===== config.mk =====
export PLATFORM = sky130hd
export DESIGN_NAME = soc_top
export DESIGN_NICKNAME = d
export VERILOG_FILES = /design/src/verilog/rv_pkg.sv /design/src/verilog/instr_mem.sv /design/src/verilog/rv_core.sv /design/src/verilog/periph_bus.sv /design/src/verilog/irq_latch.sv /design/src/verilog/soc_top.sv
export SDC_FILE = /design/constraint.sdc
export NUM_CORES = 2
export LEC_CHECK = 0
export BUFFER_PORTS_ARGS = -buffer_cell sky130_fd_sc_hd__clkbuf_2
export CORE_ASPECT_RATIO = 1.1
export CORE_UTILIZATION = 30
export CTS_CLUSTER_SIZE = 25
export DETAILED_ROUTE_END_ITERATION = 16
export GPL_ROUTABILITY_DRIVEN = 0
export PLACE_DENSITY = 0.42
export SLEW_MARGIN = 20
export SYNTH_ARGS = -nofsm -noshare
export SYNTH_HDL_FRONTEND = slang
export SYNTH_HIERARCHICAL = 1
export SYNTH_SLANG_ARGS = --single-unit

===== constraint.sdc =====
create_clock -name clk -period 9.4 [get_ports clk]
set_input_delay 0.47 -clock clk [delete_from_list [all_inputs] [get_ports clk]]
set_output_delay 0.47 -clock clk [all_outputs]
set_load 0.05 [all_outputs]

===== src/verilog/rv_pkg.sv =====
package rv_pkg;

    // address map
    localparam logic [63:0] ram_base = 64'h0000_0000_0000_0080; // reset pc, word 32
    localparam logic [63:0] key_base = 64'h0000_0000_1000_0000; // key input port
    localparam logic [63:0] art_base = 64'h0000_0000_1000_0008; // art output port

    // instruction memory geometry
    localparam int imem_words = 64;                  // isr at word 0, reset code at 32
    localparam int imem_aw    = $clog2(imem_words);  // word index width, pc[7:2]

    // fetch register content out of reset
    // not lui, not mret, not a custom word, so it runs as a nop
    localparam logic [31:0] nop_word = 32'h0000_0001;

    // opcodes and custom encodings
    localparam logic [6:0]  op_lui      = 7'b0110111;
    localparam logic [31:0] instr_mret  = 32'h0000_0000; // all zero word
    localparam logic [31:0] instr_load  = 32'hffff_ffff; // x5 <= key port
    localparam logic [31:0] instr_store = 32'hffff_ff7f; // art port <= x5, rd field 11110

    // mstatus bits
    localparam int mstatus_mie = 3; // machine interrupt enable

    // u-type view of an instruction word
    typedef struct packed {
        logic [19:0] imm20;  // upper immediate, bits 31:12
        logic [4:0]  rd;     // destination register
        logic [6:0]  opcode;
    } u_fmt_t;

    // one fetched word, decoded as a u-type field set or matched whole
    typedef union packed {
        u_fmt_t      u;
        logic [31:0] raw;  // compared against the custom words
    } instr_t;

    // core to peripheral request, registered in the core
    typedef struct packed {
        logic [63:0] address;
        logic [63:0] write_data;
        logic        write_enable;  // one cycle per store
        logic        read_enable;   // one cycle per load
    } bus_req_t;

    // art output word and its strobe
    typedef struct packed {
        logic        valid;  // single cycle pulse per write
        logic [63:0] data;
    } art_out_t;

endpackage


===== src/verilog/instr_mem.sv =====
`timescale 1ns/1ps

// instruction store, loaded from outside, read asynchronously at pc
module instr_mem (
    input  logic                       clk,
    input  logic                       prog_we,    // load port write strobe
    input  logic [rv_pkg::imem_aw-1:0] prog_addr,  // word index
    input  rv_pkg::instr_t             prog_data,
    input  logic [63:0]                pc,
    output rv_pkg::instr_t             instr
);
    import rv_pkg::*;

    // word array, no reset so a loaded program survives reset
    instr_t mem [imem_words];

    // word index taken straight from the byte address
    logic [imem_aw-1:0] rd_index;

    assign rd_index = pc[imem_aw+1:2]; // drop byte offset bits

    // load port, only used while the core is held in reset
    always_ff @(posedge clk) begin
        if (prog_we) begin
            mem[prog_addr] <= prog_data;
        end
    end

    // combinational read
    // core registers this into ir on the same edge, so no wait state
    assign instr = mem[rd_index];

endmodule


===== src/verilog/rv_core.sv =====
`timescale 1ns/1ps

// two stage core: fetch into ir, execute ir the next cycle
module rv_core (
    input  logic             clk,
    input  logic             reset,       // async, active low
    input  rv_pkg::instr_t   instr,       // word at pc from instr_mem
    output logic [63:0]      pc,
    output rv_pkg::bus_req_t bus_req,
    input  logic [63:0]      read_data,   // valid the cycle after read_enable
    input  logic [3:0]       irq_vector,  // 1 means external irq pending
    output logic             irq_ack,
    output logic             heartbeat
);
    import rv_pkg::*;

    // architectural and pipeline state
    instr_t      ir;            // fetch register
    logic [63:0] regs [32];     // register file, only x5 is read back
    logic [63:0] mepc;          // return address for mret
    logic [63:0] mstatus;       // only mie is live
    logic        bubble;        // ir holds a wrong-path word this cycle
    logic        load_step;     // 0 issue read, 1 capture data

    // registered bus request fields
    logic [63:0] req_addr;
    logic [63:0] req_wdata;
    logic        req_we;
    logic        req_re;

    // decode
    logic        irq_take;
    logic        exec_valid;
    logic        do_lui;
    logic        do_mret;
    logic        do_load;
    logic        do_store;
    logic [63:0] lui_imm;

    // interrupt beats everything, then a pending bubble, then ir
    assign irq_take   = (irq_vector == 4'd1) && mstatus[mstatus_mie];
    assign exec_valid = !irq_take && !bubble;

    assign do_lui   = exec_valid && (ir.u.opcode == op_lui);
    assign do_mret  = exec_valid && (ir.raw == instr_mret);
    assign do_load  = exec_valid && (ir.raw == instr_load);
    assign do_store = exec_valid && (ir.raw == instr_store);
    // anything else falls through as a nop

    // upper immediate, sign extended from bit 31
    assign lui_imm = {{32{ir.u.imm20[19]}}, ir.u.imm20, 12'h000};

    // control state
    always_ff @(posedge clk or negedge reset) begin
        if (!reset) begin
            ir        <= nop_word;
            pc        <= ram_base;
            mstatus   <= 64'(1) << mstatus_mie; // interrupts enabled out of reset
            bubble    <= 1'b0;
            load_step <= 1'b0;
            req_we    <= 1'b0;
            req_re    <= 1'b0;
            irq_ack   <= 1'b0;
            heartbeat <= 1'b0;
        end else begin
            heartbeat <= ~heartbeat;
            ir        <= instr;     // fetch every cycle
            pc        <= pc + 64'd4; // default, overridden by redirects below
            irq_ack   <= 1'b0;
            req_we    <= 1'b0;      // enables are single cycle
            req_re    <= 1'b0;

            // every redirect flushes the word fetched alongside it
            bubble <= irq_take || do_mret || (do_load && !load_step);

            if (irq_take) begin
                pc                   <= 64'd0; // isr at word 0
                mstatus[mstatus_mie] <= 1'b0;
                irq_ack              <= 1'b1;
                load_step            <= 1'b0;  // interrupted load restarts from step 0
            end

            if (do_mret) begin
                pc                   <= mepc;
                mstatus[mstatus_mie] <= 1'b1;
            end

            if (do_load) begin
                if (!load_step) begin
                    req_re    <= 1'b1;
                    pc        <= pc - 64'd4; // refetch the load for step 1
                    load_step <= 1'b1;
                end else begin
                    load_step <= 1'b0;       // data captured below
                end
            end

            if (do_store) begin
                req_we <= 1'b1; // art port sees it next cycle
            end
        end
    end

    // payload, register file and mepc
    always_ff @(posedge clk) begin
        // mepc points at the first instruction not yet executed
        // during a bubble that is the word now being fetched at pc
        if (irq_take) begin
            mepc <= bubble ? pc : pc - 64'd4;
        end

        if (do_lui && (ir.u.rd != 5'd0)) begin // x0 stays zero
            regs[ir.u.rd] <= lui_imm;
        end

        if (do_load) begin
            if (load_step) begin
                regs[5] <= read_data;  // custom load always targets x5
            end else begin
                req_addr <= key_base;
            end
        end

        if (do_store) begin
            req_addr  <= art_base;
            req_wdata <= regs[5];
        end
    end

    assign bus_req = '{
        address:      req_addr,
        write_data:   req_wdata,
        write_enable: req_we,
        read_enable:  req_re
    };

endmodule


===== src/verilog/periph_bus.sv =====
`timescale 1ns/1ps

// key input and art output ports on the core bus
module periph_bus (
    input  logic             clk,
    input  logic             reset,      // async, active low
    input  rv_pkg::bus_req_t bus_req,
    input  logic [63:0]      key_in,     // held stable by the outside world
    output logic [63:0]      read_data,  // answers one cycle after read_enable
    output rv_pkg::art_out_t art_out
);
    import rv_pkg::*;

    // address decode
    logic hit_key;
    logic hit_art;
    logic key_rd;
    logic art_wr;

    // art port registers
    logic        art_valid;
    logic [63:0] art_data;

    assign hit_key = (bus_req.address == key_base);
    assign hit_art = (bus_req.address == art_base);

    assign key_rd = bus_req.read_enable && hit_key;
    assign art_wr = bus_req.write_enable && hit_art; // other addresses dropped

    // read path, unmapped reads return zero
    always_ff @(posedge clk or negedge reset) begin
        if (!reset) begin
            read_data <= 64'd0;
        end else if (key_rd) begin
            read_data <= key_in; // sample key at the request
        end else begin
            read_data <= 64'd0;
        end
    end

    // strobe, one cycle per write
    always_ff @(posedge clk or negedge reset) begin
        if (!reset) begin
            art_valid <= 1'b0;
        end else begin
            art_valid <= art_wr;
        end
    end

    // data word, only meaningful with the strobe
    always_ff @(posedge clk) begin
        if (art_wr) begin
            art_data <= bus_req.write_data;
        end
    end

    assign art_out = '{valid: art_valid, data: art_data};

endmodule


===== src/verilog/irq_latch.sv =====
`timescale 1ns/1ps

// stretches an external irq pulse into a held vector level
module irq_latch (
    input  logic       clk,
    input  logic       reset,       // async, active low
    input  logic       irq_req,     // one or more cycle pulse from outside
    input  logic       irq_ack,     // core took the interrupt
    output logic [3:0] irq_vector   // 1 while pending, else 0
);

    logic pending;

    // set by a request, cleared the cycle after ack
    // a request landing while pending merges with it
    always_ff @(posedge clk or negedge reset) begin
        if (!reset) begin
            pending <= 1'b0;
        end else if (irq_ack) begin
            pending <= 1'b0;  // ack wins over a simultaneous request
        end else if (irq_req) begin
            pending <= 1'b1;
        end
    end

    // single source, vector 1
    assign irq_vector = pending ? 4'd1 : 4'd0;

endmodule


===== src/verilog/soc_top.sv =====
`timescale 1ns/1ps

// core, instruction store, peripherals and interrupt latch
module soc_top (
    input  logic                       clk,
    input  logic                       reset,      // async, active low
    input  logic                       prog_we,    // program load, only during reset
    input  logic [rv_pkg::imem_aw-1:0] prog_addr,
    input  rv_pkg::instr_t             prog_data,
    input  logic [63:0]                key_in,
    input  logic                       irq_req,
    output rv_pkg::art_out_t           art_out,
    output logic                       irq_ack,
    output logic                       heartbeat
);
    import rv_pkg::*;

    logic [63:0] pc;
    instr_t      instr;       // fetched word at pc
    bus_req_t    bus_req;
    logic [63:0] read_data;
    logic [3:0]  irq_vector;

    instr_mem imem_i (
        .clk       (clk),
        .prog_we   (prog_we),
        .prog_addr (prog_addr),
        .prog_data (prog_data),
        .pc        (pc),
        .instr     (instr)
    );

    rv_core core_i (
        .clk        (clk),
        .reset      (reset),
        .instr      (instr),
        .pc         (pc),
        .bus_req    (bus_req),
        .read_data  (read_data),
        .irq_vector (irq_vector),
        .irq_ack    (irq_ack),
        .heartbeat  (heartbeat)
    );

    periph_bus periph_i (
        .clk       (clk),
        .reset     (reset),
        .bus_req   (bus_req),
        .key_in    (key_in),
        .read_data (read_data),
        .art_out   (art_out)
    );

    irq_latch irq_i (
        .clk        (clk),
        .reset      (reset),
        .irq_req    (irq_req),
        .irq_ack    (irq_ack),  // also exported for the testbench
        .irq_vector (irq_vector)
    );

endmodule


# [Yosys cells after proc, flatten, opt, wreduce, memory -nomap -nowiden]
# Memory sizes are Yosys's and may differ from the RTL's. A register that Yosys moved wholly into a read port is not among the register bits.
# Index checks and enable logic that the tools add are counted.
# W data, S select, Z words.
[op_classes] add_sub_neg=2 n_eq_ne=4 mux=26 bitwise=3 n_reduce_logical=23
[ops] op="$mux W64" n=7
[ops] op="$add A64 B3 Y64 const B" n=1
[ops] op="$eq A32 B32 Y1 const B" n=2
[ops] op="$reduce_or A64 Y1" n=1
[ops] op="$sub A64 B3 Y64 const B" n=1
[ops] op="$logic_not A32 Y1" n=1
[ops] op="$mux W1" n=18
[ops] op="$logic_and A1 B1 Y1" n=10
[ops] op="$eq A7 B6 Y1 const B" n=1
[ops] op="$reduce_bool A2 Y1" n=3
[ops] op="$mux W5" n=1
[ops] op="$reduce_bool A5 Y1" n=1
[ops] op="$eq A4 B1 Y1 const B" n=1
[ops] op="$logic_not A1 Y1" n=4
[ops] op="$not A1 Y1" n=3
[ops] op="$logic_or A1 B1 Y1" n=2
[ops] op="$reduce_and A2 Y1" n=1
[word_totals] register_bits=266 ramBits=4096 in_bits=106 output_inout_bits=67 word_cells=74 n_memories=2
[memory_table] memory="core_i.regs" depth=32 word_bits=64 rd=1 rd_clocked_by_memory_dff=1 write_ports=1 line_no="rv_core.sv:19" rtl="logic [63:0] regs [32];"
[memory_table] memory="imem_i.mem" depth=64 word_bits=32 rd=1 rd_clocked_by_memory_dff=1 write_ports=1 line_no="instr_mem.sv:15" rtl="instr_t mem [imem_words];"

# [Logic depth before layout (Yosys ltp)]
[logic_depth] word_depth=10 depth_mapped=10 ltp_nobuf=7

# [Modules after synthesis]
# The synthesis kept the hierarchy.
[modules_own_cells] mod="instr_mem" n_inst=1 cells_per_inst=3292 area_per_inst_um2=77874.7 seq_area_each_um2=61499.0
[modules_own_cells] mod="rv_core" n_inst=1 cells_per_inst=1263 area_per_inst_um2=14566.5 seq_area_each_um2=8366.8
[modules_own_cells] mod="periph_bus" n_inst=1 cells_per_inst=302 area_per_inst_um2=4625.7 seq_area_each_um2=3548.4
[modules_own_cells] mod="irq_latch" n_inst=1 cells_per_inst=7 area_per_inst_um2=68.8 seq_area_each_um2=25.0

# [Worst setup path before layout]
# OpenSTA, ideal clock, no wires.
[synth_timing] path_type="register to register" start="register irq_i.pending" end="register core_i.req_we" setup_time_ns=0.617 t_arrival_ns=6.256 slack_ns=2.527 path_stages_with_launch=5 path_buffers=1 period_less_slack_ns=6.873 cell_sequence="dfrtp_1 > buf_4 > nor4b_1 > a2111oi_0 > nor3b_1"
[synth_between] elab_chain_cells=7
[synth_lines] element="start: declaration" line_no="irq_latch.sv:12" rtl="logic pending;"
[synth_lines] element="start signal: assignment" line_no="irq_latch.sv:18" rtl="pending <= 1'b0;"
[synth_lines] element="start signal: assignment" line_no="irq_latch.sv:20" rtl="pending <= 1'b0;"
[synth_lines] element="start signal: assignment" line_no="irq_latch.sv:22" rtl="pending <= 1'b1;"
[synth_lines] element="$mux W1" line_no="irq_latch.sv:27" rtl="assign irq_vector = pending ? 4'd1 : 4'd0;"
[synth_lines] element="net irq_vector[0]" line_no="soc_top.sv:22" rtl="logic [3:0] irq_vector;"
[synth_lines] element="$eq A4 B1 Y1" line_no="rv_core.sv:41" rtl="assign irq_take = (irq_vector == 4'd1) && mstatus[mstatus_mie];"
[synth_lines] element="$logic_and A1 B1 Y1" line_no="rv_core.sv:41"
[synth_lines] element="$logic_not A1 Y1" line_no="rv_core.sv:42" rtl="assign exec_valid = !irq_take && !bubble;"
[synth_lines] element="$logic_and A1 B1 Y1" line_no="rv_core.sv:42"
[synth_lines] element="$logic_and A1 B1 Y1" line_no="rv_core.sv:47" rtl="assign do_store = exec_valid && (ir.raw == instr_store);"
[synth_lines] element="net core_i.do_store" line_no="rv_core.sv:37" rtl="logic do_store;"
[synth_lines] element="$mux W1" line_no="rv_core.sv:98" rtl="if (do_store) begin"
[synth_lines] element="end signal: assignment" line_no="rv_core.sv:61" rtl="req_we <= 1'b0;"
[synth_lines] element="end signal: assignment" line_no="rv_core.sv:70" rtl="req_we <= 1'b0;"
[synth_lines] element="end signal: assignment" line_no="rv_core.sv:99" rtl="req_we <= 1'b1;"
[synth_lines] element="end: declaration" line_no="rv_core.sv:28" rtl="logic req_we;"
# The timed path passes the listed nets, and every way through them passes these cells.
# A chain may end at the register's enable or synchronous reset.

==> impl_metrics.toml <==
[sta]
period_share_pct = 48.5
setup_violations = 0
hold_viol = 0
max_clock_freq_mhz = 219
fin_setup_tns_ps = 0
clock_skew_ps = 60.1
hold_slack_ps = 250
rsz0062_at_grt = "no"
worstMarginPinSlew_ps = 1210
layout_min_cycle_time_ps = 4560
slew_headroom_pct = 19.4
slew_viol_final = 0

[final_layout]
fillCellCount = 27200
mostFrequentLayoutCell = "edfxtp_1"
multi_input_area_sq_um = 18400
area_growth_pct = 16.8
seqCellArea_sq_um = 70300
drive_above_1_share_pct = 29.4
final_core_util_pct = 35.3
nets = 4558
most-common-layout-cells = "edfxtp_1, mux4_2, clkbuf_16, clkbuf_2, buf_4"

[routing]
viasPerCell = 5.00
firstDrtPassIters = 5
wl_met1_um = 117000
post_drt_wl_per_cell_um = 31.3
wirelength_um = 268000
highest_layer = "met5"
wl_met3_um = 18300
drtIter0Drc = 4287
num_vias = 42800
drc_errors = 0
route.met2.wl_um = 127000
ant_nets = 0

[setup_path]
rrSetupSlack_ps = 4840
r2r.worst_path.cells = 8
crit_type = "flop to flop"
end_kind = "flop"
cp.required_ps = 10110
start_kind = "flop"
path_max_fanout = 35
crit_arrival_ps = 5270

[yosys]
syn_area_per_cell_sq_um = 22.1
synth_cells = 4044
ys_warn_count = 6
netlist_area_sq_um = 89500

[clock_network]
insertion_delay_ps = 860
cts_resized = 0
clockRootBuffer = "clkbuf_16"
htreeDepth = 5
cts_num_sinks = 2358
cts_setup_buffers = 0
cts_buffers = 267
cts_tree = "yes"
clk_pin_slew_ps = 60
clockBufferDepth = 4

[pwr]
p_clk_share_pct = 34.0
p_leak_nw = 33.0
p_int_w = 0.0206
swShare_pct = 30.4
power_w = 0.0296
p_sw_w = 0.00899
peakVddDrop_v = 0.000214
power_density_nw_per_um2 = 283
power_frac_seq_pct = 41.1
p_comb_share_pct = 24.9

[placement]
port-buffer-count = 172
hpwlAfterDp_um = 145000

[min_path]
hold_class = "input port to asynchronous set/reset pin"

[die]
die_h_um = 575
die_area_sq_um = 301000
die_w_um = 523
core_region_area_sq_um = 296000
row_count = 209
ios = 173
initial_core_util_pct = 30.3

[status]
status = "finished clean"

[global_routing]
grt_pass1_wl_um = 368000
grt.total_usage_pct = 17.7
grt_pass1_vias = 44200
antenna_found_initial = 21
grt_max_degree = 97
overflow = 0

[flow_run]
maxCapViolations = 0
## timing repair
item                       in CTS  in global routing
hold endpoints to repair       98                  0
setup endpoints to repair       0                  0
hold buffers                   66                  0
## final cells by class
class	instances	share of cell area, %
clock buffer	356	6.98
tap	3903	4.67
timing repair buffer	381	2.57
sequential	2358	67.2
inverter	7	0.0251
clock inverter	105	0.944
antenna	17	0.0407
multi-input combinational	1435	17.6
## through the flow
stage	worst slack (ps)	std cells	area [sq um]
floorplan	2630	4107	89700
global placement	4610	8018	95500
detailed placement	4750	8018	95600
CTS	4700	8545	104000
global route	4590	8548	105000
finish	4840	8562	105000
## power groups by stage
stage	clock, W	combinational, W	sequential, W
3_3_place_gp	0	0.00753	0.0124
4_1_cts	0.0103	0.00754	0.0122
2_1_floorplan	0	0.00473	0.0120
6_report	0.0101	0.00736	0.0122
5_1_grt	0.0107	0.00779	0.0122
3_5_place_dp	0	0.00751	0.0124
## metal layers
metal	GRT usage, %	vias to the layer above
li1	-	17600
met1	24.6	23500
met2	28.4	1433
met3	3.60	299
met4	4.38	6
met5	0	-
## worst paths after layout
check                                   from                  end
min in group clk               prog_data[20]   imem_i/mem[32][20]
hold reg to reg            core_i/regs[5][2]  core_i/req_wdata[2]
setup / recovery                core_i/pc[2]        core_i/ir[26]
max in group asynchronous              reset         core_i/pc[3]
hold / removal                         reset   periph_i/art_valid
setup reg to reg                core_i/pc[2]        core_i/ir[26]
## registers in the layout, summed over array words and instances (netlist names), 6 cells and up
name / count
core_i/ir: 32
core_i/mepc: 6
core_i/pc: 6
core_i/regs: 64
core_i/req_wdata: 64
imem_i/mem: 2048
periph_i/art_data: 64
periph_i/read_data: 64
## critical path, cell delays in order, from the launching register on
cell and delay, ps:
dfrtp_4 870, buf_4 570, buf_4 660, buf_4 580, mux4_2 600, o22ai_1 370, nor2_1 100, a21oi_1 460
nor2_1 90
(Power assumes the default switching activity.)
